`config.mk`:
```
export PLATFORM = sky130hd
export DESIGN_NAME = cpu7_exu
export DESIGN_NICKNAME = d
export VERILOG_FILES = /design/src/design/exu_pkg.sv /design/src/design/exu_regfile.sv /design/src/design/exu_alu.sv /design/src/design/exu_bru.sv /design/src/design/exu_ecl.sv /design/src/design/cpu7_exu.sv
export SDC_FILE = /design/constraint.sdc
export NUM_CORES = 2
export LEC_CHECK = 0
export BUFFER_PORTS_ARGS = -buffer_cell sky130_fd_sc_hd__clkbuf_2
export CELL_PAD_IN_SITES_DETAIL_PLACEMENT = 0
export CELL_PAD_IN_SITES_GLOBAL_PLACEMENT = 1
export CORE_MARGIN = 8
export CORE_UTILIZATION = 45
export CTS_BUF_LIST = sky130_fd_sc_hd__clkbuf_16
export DETAILED_ROUTE_END_ITERATION = 8
export PLACE_DENSITY = 0.71
export REMOVE_ABC_BUFFERS = 1
export SYNTH_ARGS = -nofsm -noshare
export SYNTH_HDL_FRONTEND = slang
export SYNTH_SLANG_ARGS = --single-unit
```
`constraint.sdc`:
```
create_clock -name clk -period 15.45 [get_ports clk]
set_input_delay 3.09 -clock clk [delete_from_list [all_inputs] [get_ports clk]]
set_output_delay 3.09 -clock clk [all_outputs]
set_load 0.02 [all_outputs]
```
`src/design/exu_pkg.sv`:
```
package exu_pkg;

   // machine widths
   localparam int grlen      = 32;
   localparam int reg_addr_w = 5;
   localparam int reg_count  = 32;

   // source register fields in the instruction word
   localparam int inst_rj_lsb = 5;
   localparam int inst_rk_lsb = 10;

   // link address sits one instruction past the branch
   localparam int link_step = 4;

   typedef enum logic {
      class_alu = 1'b0,
      class_bru = 1'b1
   } op_class_t;

   typedef enum logic [3:0] {
      alu_add  = 4'd0,
      alu_sub  = 4'd1,
      alu_slt  = 4'd2,
      alu_sltu = 4'd3,
      alu_and  = 4'd4,
      alu_or   = 4'd5,
      alu_xor  = 4'd6,
      alu_nor  = 4'd7,
      alu_sll  = 4'd8,
      alu_srl  = 4'd9,
      alu_sra  = 4'd10,
      alu_lui  = 4'd11
   } alu_code_t;

   typedef enum logic [3:0] {
      bru_beq  = 4'd0,
      bru_bne  = 4'd1,
      bru_blt  = 4'd2,
      bru_bge  = 4'd3,
      bru_bltu = 4'd4,
      bru_bgeu = 4'd5,
      bru_b    = 4'd6,
      bru_bl   = 4'd7,
      bru_jirl = 4'd8
   } bru_code_t;

   // one opcode field, meaning depends on op_class
   typedef union packed {
      alu_code_t alu;
      bru_code_t bru;
   } exu_code_u;

   typedef struct packed {
      op_class_t op_class;
      exu_code_u code;
      // operand b from the immediate instead of rk
      logic      src2_imm;
   } exu_op_t;

   // decode to execute register
   typedef struct packed {
      logic                  valid;
      logic [grlen-1:0]      pc;
      exu_op_t               op;
      logic [reg_addr_w-1:0] rd;
      logic                  rf_wen;
      logic [grlen-1:0]      a;
      logic [grlen-1:0]      b;
      logic [grlen-1:0]      imm;
      logic [grlen-1:0]      br_offs;
   } exe_word_t;

   // writeback word, also the register file write port
   typedef struct packed {
      logic [grlen-1:0]      pc;
      logic                  wen;
      logic [reg_addr_w-1:0] rd;
      logic [grlen-1:0]      wdata;
   } wb_word_t;

endpackage

```
`src/design/exu_regfile.sv`:
```
`timescale 1ns/1ps

module exu_regfile
   import exu_pkg::*;
(
   input  logic                  clk,
   input  logic                  rst_n,
   input  logic [reg_addr_w-1:0] raddr_a,
   input  logic [reg_addr_w-1:0] raddr_b,
   output logic [grlen-1:0]      rdata_a,
   output logic [grlen-1:0]      rdata_b,
   input  wb_word_t              wr
);

   logic [grlen-1:0] regs [reg_count];

   // register 0 never sees wen, ecl clears it at decode
   always_ff @(posedge clk or negedge rst_n) begin
      if (!rst_n) begin
         for (int i = 0; i < reg_count; i++) begin
            regs[i] <= '0;
         end
      end else if (wr.wen) begin
         regs[wr.rd] <= wr.wdata;
      end
   end

   // plain combinational reads
   assign rdata_a = regs[raddr_a];
   assign rdata_b = regs[raddr_b];

endmodule

```
`src/design/exu_alu.sv`:
```
`timescale 1ns/1ps

module exu_alu
   import exu_pkg::*;
(
   input  logic [grlen-1:0] alu_a,
   input  logic [grlen-1:0] alu_b,
   input  alu_code_t        alu_op,
   output logic [grlen-1:0] alu_res
);

   logic [grlen-1:0] sum;
   logic [grlen-1:0] diff;
   logic             lt_signed;
   logic             lt_unsigned;
   logic [4:0]       shamt;

   assign sum  = alu_a + alu_b;
   assign diff = alu_a - alu_b;

   // less-than flags for slt and sltu
   assign lt_signed   = $signed(alu_a) < $signed(alu_b);
   assign lt_unsigned = alu_a < alu_b;

   // shift amount from the low five bits of b
   assign shamt = alu_b[4:0];

   always_comb begin
      case (alu_op)
         alu_add: begin
            alu_res = sum;
         end
         alu_sub: begin
            alu_res = diff;
         end
         alu_slt: begin
            alu_res = {{(grlen-1){1'b0}}, lt_signed};
         end
         alu_sltu: begin
            alu_res = {{(grlen-1){1'b0}}, lt_unsigned};
         end
         alu_and: begin
            alu_res = alu_a & alu_b;
         end
         alu_or: begin
            alu_res = alu_a | alu_b;
         end
         alu_xor: begin
            alu_res = alu_a ^ alu_b;
         end
         alu_nor: begin
            alu_res = ~(alu_a | alu_b);
         end
         alu_sll: begin
            alu_res = alu_a << shamt;
         end
         alu_srl: begin
            alu_res = alu_a >> shamt;
         end
         alu_sra: begin
            alu_res = $unsigned($signed(alu_a) >>> shamt);
         end
         // b already holds the shifted immediate
         alu_lui: begin
            alu_res = alu_b;
         end
         default: begin
            alu_res = '0;
         end
      endcase
   end

endmodule

```
`src/design/exu_bru.sv`:
```
`timescale 1ns/1ps

module exu_bru
   import exu_pkg::*;
(
   input  exe_word_t        exe,
   output logic [grlen-1:0] bru_target,
   output logic             bru_taken,
   output logic [grlen-1:0] bru_link
);

   logic cond;
   logic is_bru;

   assign is_bru = (exe.op.op_class == class_bru);

   // branch condition on the two register operands
   always_comb begin
      case (exe.op.code.bru)
         bru_beq:  cond = (exe.a == exe.b);
         bru_bne:  cond = (exe.a != exe.b);
         bru_blt:  cond = ($signed(exe.a) < $signed(exe.b));
         bru_bge:  cond = ($signed(exe.a) >= $signed(exe.b));
         bru_bltu: cond = (exe.a < exe.b);
         bru_bgeu: cond = (exe.a >= exe.b);
         bru_b,
         bru_bl,
         bru_jirl: cond = 1'b1;
         default:  cond = 1'b0;
      endcase
   end

   assign bru_taken = exe.valid && is_bru && cond;

   // jirl is register relative, the rest pc relative
   always_comb begin
      if (exe.op.code.bru == bru_jirl) begin
         bru_target = exe.a + exe.br_offs;
      end else begin
         bru_target = exe.pc + exe.br_offs;
      end
   end

   assign bru_link = exe.pc + link_step;

endmodule

```
`src/design/exu_ecl.sv`:
```
`timescale 1ns/1ps

module exu_ecl
   import exu_pkg::*;
(
   input  logic                  clk,
   input  logic                  rst_n,

   input  logic                  ifu_exu_valid_d,
   input  logic [grlen-1:0]      ifu_exu_pc_d,
   input  logic [31:0]           ifu_exu_inst_d,
   input  exu_op_t               ifu_exu_op_d,
   input  logic                  ifu_exu_rf_wen_d,
   input  logic [reg_addr_w-1:0] ifu_exu_rf_target_d,
   input  logic [grlen-1:0]      ifu_exu_imm_shifted_d,
   input  logic [grlen-1:0]      ifu_exu_br_offs,

   output logic [reg_addr_w-1:0] rf_raddr_a,
   output logic [reg_addr_w-1:0] rf_raddr_b,
   input  logic [grlen-1:0]      rf_rdata_a,
   input  logic [grlen-1:0]      rf_rdata_b,

   output logic [grlen-1:0]      alu_a,
   output logic [grlen-1:0]      alu_b,
   output alu_code_t             alu_op,
   input  logic [grlen-1:0]      alu_res,

   output exe_word_t             exe,
   input  logic [grlen-1:0]      bru_target,
   input  logic                  bru_taken,
   input  logic [grlen-1:0]      bru_link,

   output logic                  exu_ifu_br_taken_e,
   output logic [grlen-1:0]      exu_ifu_brpc_e,
   output wb_word_t              wb
);

   logic [reg_addr_w-1:0] rj_d;
   logic [reg_addr_w-1:0] rk_d;
   logic [grlen-1:0]      src_a_d;
   logic [grlen-1:0]      src_b_d;
   logic [grlen-1:0]      res_e;
   exe_word_t             exe_d;
   wb_word_t              wb_d;

   // newest value wins: execute, then writeback, then the file
   function automatic logic [grlen-1:0] bypass(
      input logic [reg_addr_w-1:0] src,
      input logic [grlen-1:0]      rf_val,
      input exe_word_t             ex,
      input logic [grlen-1:0]      ex_res,
      input wb_word_t              w
   );
      logic [grlen-1:0] val;
      if (ex.valid && ex.rf_wen && ex.rd == src) begin
         val = ex_res;
      end else if (w.wen && w.rd == src) begin
         val = w.wdata;
      end else begin
         val = rf_val;
      end
      return val;
   endfunction

   // decode stage
   assign rj_d       = ifu_exu_inst_d[inst_rj_lsb +: reg_addr_w];
   assign rk_d       = ifu_exu_inst_d[inst_rk_lsb +: reg_addr_w];
   assign rf_raddr_a = rj_d;
   assign rf_raddr_b = rk_d;

   assign src_a_d = bypass(rj_d, rf_rdata_a, exe, res_e, wb);
   assign src_b_d = bypass(rk_d, rf_rdata_b, exe, res_e, wb);

   always_comb begin
      // taken branch in execute kills the decode slot
      exe_d.valid   = ifu_exu_valid_d && !exu_ifu_br_taken_e;
      exe_d.pc      = ifu_exu_pc_d;
      exe_d.op      = ifu_exu_op_d;
      exe_d.rd      = ifu_exu_rf_target_d;
      // r0 is hardwired, drop its write here
      exe_d.rf_wen  = ifu_exu_rf_wen_d && (ifu_exu_rf_target_d != '0);
      exe_d.a       = src_a_d;
      exe_d.b       = ifu_exu_op_d.src2_imm ? ifu_exu_imm_shifted_d : src_b_d;
      exe_d.imm     = ifu_exu_imm_shifted_d;
      exe_d.br_offs = ifu_exu_br_offs;
   end

   always_ff @(posedge clk or negedge rst_n) begin
      if (!rst_n) begin
         exe <= '0;
      end else begin
         exe <= exe_d;
      end
   end

   // execute stage
   assign alu_a  = exe.a;
   assign alu_b  = exe.b;
   assign alu_op = exe.op.code.alu;

   assign res_e = (exe.op.op_class == class_bru) ? bru_link : alu_res;

   always_comb begin
      wb_d.pc    = exe.pc;
      wb_d.wen   = exe.valid && exe.rf_wen;
      wb_d.rd    = exe.rd;
      wb_d.wdata = res_e;
   end

   always_ff @(posedge clk or negedge rst_n) begin
      if (!rst_n) begin
         wb <= '0;
      end else begin
         wb <= wb_d;
      end
   end

   // redirect goes straight back to fetch
   assign exu_ifu_br_taken_e = bru_taken;
   assign exu_ifu_brpc_e     = bru_target;

endmodule

```
`src/design/cpu7_exu.sv`:
```
`timescale 1ns/1ps

module cpu7_exu
   import exu_pkg::*;
(
   input  logic                  clk,
   input  logic                  rst_n,

   input  logic                  ifu_exu_valid_d,
   input  logic [grlen-1:0]      ifu_exu_pc_d,
   input  logic [31:0]           ifu_exu_inst_d,
   input  exu_op_t               ifu_exu_op_d,
   input  logic                  ifu_exu_rf_wen_d,
   input  logic [reg_addr_w-1:0] ifu_exu_rf_target_d,
   input  logic [grlen-1:0]      ifu_exu_imm_shifted_d,
   input  logic [grlen-1:0]      ifu_exu_br_offs,

   output logic                  exu_ifu_br_taken_e,
   output logic [grlen-1:0]      exu_ifu_brpc_e,
   output wb_word_t              debug_wb
);

   logic [reg_addr_w-1:0] rf_raddr_a;
   logic [reg_addr_w-1:0] rf_raddr_b;
   logic [grlen-1:0]      rf_rdata_a;
   logic [grlen-1:0]      rf_rdata_b;

   logic [grlen-1:0]      alu_a;
   logic [grlen-1:0]      alu_b;
   alu_code_t             alu_op;
   logic [grlen-1:0]      alu_res;

   exe_word_t             exe;
   logic [grlen-1:0]      bru_target;
   logic                  bru_taken;
   logic [grlen-1:0]      bru_link;

   // writeback word doubles as the debug port
   exu_ecl ecl (
      .clk                   (clk),
      .rst_n                 (rst_n),
      .ifu_exu_valid_d       (ifu_exu_valid_d),
      .ifu_exu_pc_d          (ifu_exu_pc_d),
      .ifu_exu_inst_d        (ifu_exu_inst_d),
      .ifu_exu_op_d          (ifu_exu_op_d),
      .ifu_exu_rf_wen_d      (ifu_exu_rf_wen_d),
      .ifu_exu_rf_target_d   (ifu_exu_rf_target_d),
      .ifu_exu_imm_shifted_d (ifu_exu_imm_shifted_d),
      .ifu_exu_br_offs       (ifu_exu_br_offs),
      .rf_raddr_a            (rf_raddr_a),
      .rf_raddr_b            (rf_raddr_b),
      .rf_rdata_a            (rf_rdata_a),
      .rf_rdata_b            (rf_rdata_b),
      .alu_a                 (alu_a),
      .alu_b                 (alu_b),
      .alu_op                (alu_op),
      .alu_res               (alu_res),
      .exe                   (exe),
      .bru_target            (bru_target),
      .bru_taken             (bru_taken),
      .bru_link              (bru_link),
      .exu_ifu_br_taken_e    (exu_ifu_br_taken_e),
      .exu_ifu_brpc_e        (exu_ifu_brpc_e),
      .wb                    (debug_wb)
   );

   exu_regfile registers (
      .clk     (clk),
      .rst_n   (rst_n),
      .raddr_a (rf_raddr_a),
      .raddr_b (rf_raddr_b),
      .rdata_a (rf_rdata_a),
      .rdata_b (rf_rdata_b),
      .wr      (debug_wb)
   );

   exu_alu alu (
      .alu_a   (alu_a),
      .alu_b   (alu_b),
      .alu_op  (alu_op),
      .alu_res (alu_res)
   );

   exu_bru bru (
      .exe        (exe),
      .bru_target (bru_target),
      .bru_taken  (bru_taken),
      .bru_link   (bru_link)
   );

endmodule

```
-- After elaboration in Yosys (flattened, before gate mapping)
Index checks and enable logic that the tools add are counted.
- add/subtract/negate cells: 5
- order comparisons: 8
- eq/ne operators: 17
- shift-type cells: 3
- muxes and demuxes: 18
- bitwise gates (word level): 7
- reduce and logical (&&, ||, !) cells: 14
- operator list (kind ; count):
    $bwmux 1024 ; 1
    $mux 32 ; 12
    $pmux 32 s12 ; 1
    $bmux 32 s5 ; 2
    $demux 32 s5 ; 1
    $add 32x32->32 ; 3
    $ge 32x32->1 ; 2
    $lt 32x32->1 ; 2
    $add 32x3->32 const B ; 1
    $and 32x32->32 ; 1
    $eq 32x32->1 ; 1
    $ne 32x32->1 ; 1
    $not 32->32 ; 1
    $or 32x32->32 ; 1
    $shl 32x5->32 ; 1
    $shr 32x5->32 ; 1
    $sshr 32x5->32 ; 1
    $sub 32x32->32 ; 1
    $xor 32x32->32 ; 1
    $eq 5x5->1 ; 4
    $ge 6x6->1 const B ; 3
    $not 5->6 ; 3
    $eq 4x3->1 const B ; 4
    $eq 4x4->1 const B ; 4
    9 further kinds ; 19
- flip-flop bits (word level): 1234
- bits of input ports: 143
- logic and storage cells: 117

-- Longest topological paths before layout
- depth in word-level cells: 7
- depth in mapped cells: 20
- depth with buffers taken out: 16

-- Hierarchy
From an unflattened synthesis, not the netlist that was laid out.
- cell total of the unflattened synthesis: 7140
- area total of the unflattened synthesis: 78499.0 um2
- by module, submodules not included (module ; instances ; cells each ; area each (um2)):
    exu_regfile ; 1 ; 4605 ; 56245.2
    exu_ecl ; 1 ; 807 ; 9978.3
    exu_alu ; 1 ; 1265 ; 8824.7
    exu_bru ; 1 ; 463 ; 3450.8

-- Worst setup path after synthesis
Ideal clock, no wire load.
- path type: register to output
- from: reg ecl.alu_op[1] (netlist name)
- to: out exu_ifu_brpc_e[30]
- arrival time: 4.176 ns
- required time: 12.360 ns
- slack: 8.184 ns
- cell stages (with the launch flop): 21
- path through: dfrtp_1 buf_2 nor2_1 nand2_1 buf_4 clkbuf_1 clkbuf_1 nand2_1 o21ai_0 ha_1 fa_1 a21oi_1 o21ai_0 a21oi_1 o21ai_0 a22oi_1 a21oi_1 a221oi_1 o21ai_0 a21oi_1 xnor2_1
- word-level cells in the longest chain between the ends: 2
- RTL lines (element ; RTL line ; source):
    $eq 4x4->1 ; exu_bru.sv:37 ; if (exe.op.code.bru == bru_jirl) begin
    $mux 32 ; exu_bru.sv:37 ;
    end: declaration ; cpu7_exu.sv:19 ; output logic [grlen-1:0] exu_ifu_brpc_e,
Every way passes these cells.

-- Worst setup path after layout
- from: reg ecl.alu_op[0] (netlist name)
- to: out exu_ifu_brpc_e[30]
- word-level cells in the longest chain between the ends: 2
- RTL lines (element ; RTL line):
    $eq 4x4->1 ; exu_bru.sv:37
    $mux 32 ; exu_bru.sv:37
Every way passes these cells.

==> results.sh <==
export IMPL_track_usage_pct=28.7
export IMPL_switching_share_pct=30.8
export IMPL_clock_skew_ns=0.0344
export IMPL_r2r_slack_ns=9.79
export IMPL_layout_drive_gt1_share_pct=42.3
export IMPL_gp_congestion=0.992
export IMPL_synth_seq_area_share_pct=42.1
export IMPL_port_buffers=223
export IMPL_synth_distinct_cells=97
export IMPL_cp_arrival_ns=6.16
export IMPL_avgSynthCellArea_um2=13.3
export IMPL_ys_seq_elements=1234
export IMPL_vdd_drop_max_uv=93.7
export IMPL_cts_buffers=141
export IMPL_synth_main_ff_cell="dfrtp_1"
export IMPL_cts_sinks=1234
export IMPL_power_density_nw_per_um2=114
export IMPL_antenna_found_initial=2
export IMPL_required_ns=12.36
export IMPL_clock_path_buffers=3
export IMPL_fin_ws_ns=6.20
export IMPL_multi_input_area_um2=40100
export IMPL_p_leak_nw=36.1
export IMPL_worst_hold_slack_ns=0.460
export IMPL_holdBufCountCts=0
export IMPL_grt_max_degree=167
export IMPL_tns_ns=0
export IMPL_ios=246
export IMPL_period_minus_slack_ns=9.25
export IMPL_syn2layout_area_growth_pct=10.3
export IMPL_gr_total_overflow=0
export IMPL_cp_end_kind="output pin"
export IMPL_p_int_w=0.00639
export IMPL_core_um2=162000
export IMPL_critPathKind="reg -> out"
export IMPL_post_cts_buffers=0
export IMPL_ctsHtreeMaxLevel=4
export IMPL_wl_mm=256
export IMPL_outcome="finished, final reports clean"
export IMPL_period_share_pct=59.9
export IMPL_power_frac_clock_pct=35.8
export IMPL_pre_cts_ws_ns=7.12
export IMPL_drv_slew=0
export IMPL_cts_root_buf="clkbuf_16"
export IMPL_combPwrFrac_pct=22.2
export IMPL_vias_per_cell=6.57
export IMPL_clk_latency_ns=0.80
export IMPL_cts_tree="yes"
export IMPL_seq_area_um2=30900
export IMPL_startpoint_type="register"
export IMPL_async_flop_share_pct=100
export IMPL_hold_class="reg -> reg"
export IMPL_final_setup_viol_count=0
export IMPL_min_from="ecl.exe[129]"
export IMPL_grt_setup_unrepaired="no"
export IMPL_ant_nets=0
export IMPL_die_h_um=420
export IMPL_r2r_end="ecl.alu_b[29]"
export IMPL_synth_cell_area_um2=73400
export IMPL_firstDrtPassIters=8
export IMPL_fillers=14100
export IMPL_grt_pass1_wl_mm=372
export IMPL_hold_depth=0
export IMPL_ys_warn_count=0
export IMPL_cp_max_fo=74
export IMPL_clk_pin_slew_ns=0.06
export IMPL_final_nets=5772
export IMPL_row_count=148
export IMPL_whs_endpoint="ecl.wb[32]"
export IMPL_hold_viol=0
export IMPL_cap_violations=0
export IMPL_synth_edf_count=0
export IMPL_r2r_start="ecl.alu_b[2]"
export IMPL_syn_inst=5503
export IMPL_vias=51100
export IMPL_cts_resized=0
export IMPL_dr_first_iter_drc_count=5595
export IMPL_dpl_hpwl_mm=164
export IMPL_start_util_pct=45.2
export IMPL_grt_pass1_vias=52200
export IMPL_drcViolationCount=0
export IMPL_seq_power_share_pct=42.0
export IMPL_switchingPower_w=0.00284
export IMPL_worst_slew_margin_rel_pct=16.0
export IMPL_die_w_um=420
export IMPL_tightest_slew_ns=1.26
export IMPL_routedWlPerCell_um=32.9
export IMPL_max_freq_mhz=108
export IMPL_dieArea_um2=176000
export IMPL_ff2ff_path_depth=14
==> cells in the mapped netlist, types with 8 or more instances <==
master / n / area (um2)
dfrtp_1: 1234 / 30900
mux2_2: 1062 / 12000
mux4_2: 681 / 15300
clkbuf_1: 295 / 1110
nand2_1: 258 / 968
nor2_1: 242 / 908
a21oi_1: 192 / 961
o21ai_0: 186 / 931
ha_1: 136 / 1700
inv_1: 116 / 435
buf_1: 107 / 402
mux2i_1: 106 / 1060
buf_2: 79 / 395
xnor2_1: 56 / 490
nand3_1: 53 / 265
xor2_1: 42 / 368
nor3_1: 39 / 195
o22ai_1: 36 / 225
a211oi_1: 35 / 263
o21ai_1: 35 / 175
a21o_1: 34 / 255
a221o_1: 26 / 260
a31oi_1: 26 / 163
a22oi_1: 23 / 173
nand2b_1: 23 / 144
o31ai_1: 23 / 173
a221oi_1: 21 / 184
nor2b_1: 21 / 131
o21bai_1: 21 / 158
o211ai_1: 20 / 150
nand4_1: 18 / 113
nor4_1: 18 / 113
and3_1: 16 / 100
buf_4: 15 / 113
mux4_1: 12 / 315
and2_1: 11 / 68.8
o22a_1: 10 / 87.6
a222oi_1: 9 / 90.1
o21a_1: 8 / 60.1
==> per-layer routing <==
| metal | track usage (%) | vias to the layer above | share of wire, % |
|---|---|---|---|
| met2 | 44.0 | 2419 | 45 |
| met1 | 39.8 | 27000 | 42 |
| met5 | 0 | - | 0 |
| met3 | 6.40 | 539 | 8.4 |
| li1 | - | 21100 | - |
| met4 | 12.0 | 0 | 4.8 |
==> power by group through the flow <==
stage / Combinational, W / Clock, W / Sequential (W)
detailed placement: 0.00202 / 0 / 0.00392
global placement: 0.00201 / 0 / 0.00389
CTS: 0.00203 / 0.00337 / 0.00387
finish: 0.00205 / 0.00331 / 0.00388
floorplan: 0.00125 / 0 / 0.00387
global route: 0.00218 / 0.00350 / 0.00392
==> cells in the final DEF (no fill, tap or decap), types with 34 or more instances in the layout <==
cell type  count
a211oi_1      35
a21o_1        34
a21oi_1      192
buf_4        127
clkbuf_16    146
clkbuf_2     212
dfrtp_1     1228
ha_1         136
inv_1        141
mux2_2      1062
mux2i_1      106
mux4_2       681
nand2_1      240
nand3_1       53
nor2_1       225
nor3_1        39
o21ai_0      186
o21ai_1       35
o22ai_1       36
xnor2_1       56
xor2_1        42
==> through the flow <==
step                      area (um2)  power (W)  utilization, %  std cells
final                          80900    0.00924            49.8       7776
after global routing           80900    0.00960            49.8       7775
after CTS                      80900    0.00927            49.8       7775
after detailed placement       76400    0.00594            47.1       7522
after global placement         76400    0.00590            47.1       7522
after floorplan                71200    0.00512               -       4996
==> worst max-delay path: stages, from the launching register on <==
cell,delay [ns]
dfrtp_4,0.71
nor2_1,0.61
nand2_2,0.18
buf_4,0.38
nand2_1,0.15
o21ai_0,0.22
fa_1,0.47
a21oi_1,0.19
o21ai_0,0.11
a21oi_1,0.35
o21ai_0,0.25
a22oi_1,0.30
a21oi_1,0.21
a221oi_1,0.52
o21ai_0,0.15
a21oi_1,0.20
xnor2_1,0.14
clkbuf_2,0.20
==> cells by family (layout without fill, tap and decap cells) <==
kind of cell	Yosys count	in the layout	share of synthesized area, %
AOI/OAI and AO/OA	793	793	7.01
xor gates and xnor gates	98	98	1.17
adders and majority gates	139	139	2.40
buffers and inverters	629	726	3.56
DFF	1234	1234	42.1
muxes	1862	1862	39.1
other	0	1	0
and+or+nand+nor	748	748	4.67
==> worst max path at each step <==
stage                                     to     startpoint
after global routing      exu_ifu_brpc_e[30]  ecl.alu_op[0]
after floorplan           exu_ifu_brpc_e[30]  ecl.alu_op[0]
after detailed placement  exu_ifu_brpc_e[30]  ecl.alu_op[0]
after global placement    exu_ifu_brpc_e[30]  ecl.alu_op[0]
final                     exu_ifu_brpc_e[30]  ecl.alu_op[0]
after CTS                 exu_ifu_brpc_e[30]  ecl.alu_op[0]
==> area by class of cell <==
type,count,share of cell area [%]
clock buffers,146,4.51
flip-flops and latches,1234,38.2
inverters,122,0.566
multi-input cells,3640,49.6
clock inverters,107,1.08
diodes,1,0.00309
well taps,2175,3.36
repair buffers,351,2.74
==> registers in the layout, indices dropped and copies added (netlist names) <==
signal,flops
registers.regs,1024
ecl.alu_b,32
ecl.exe,72
ecl.alu_op,4
ecl.alu_a,32
ecl.wb,70
No activity file was read; power rests on OpenSTA's default activity.
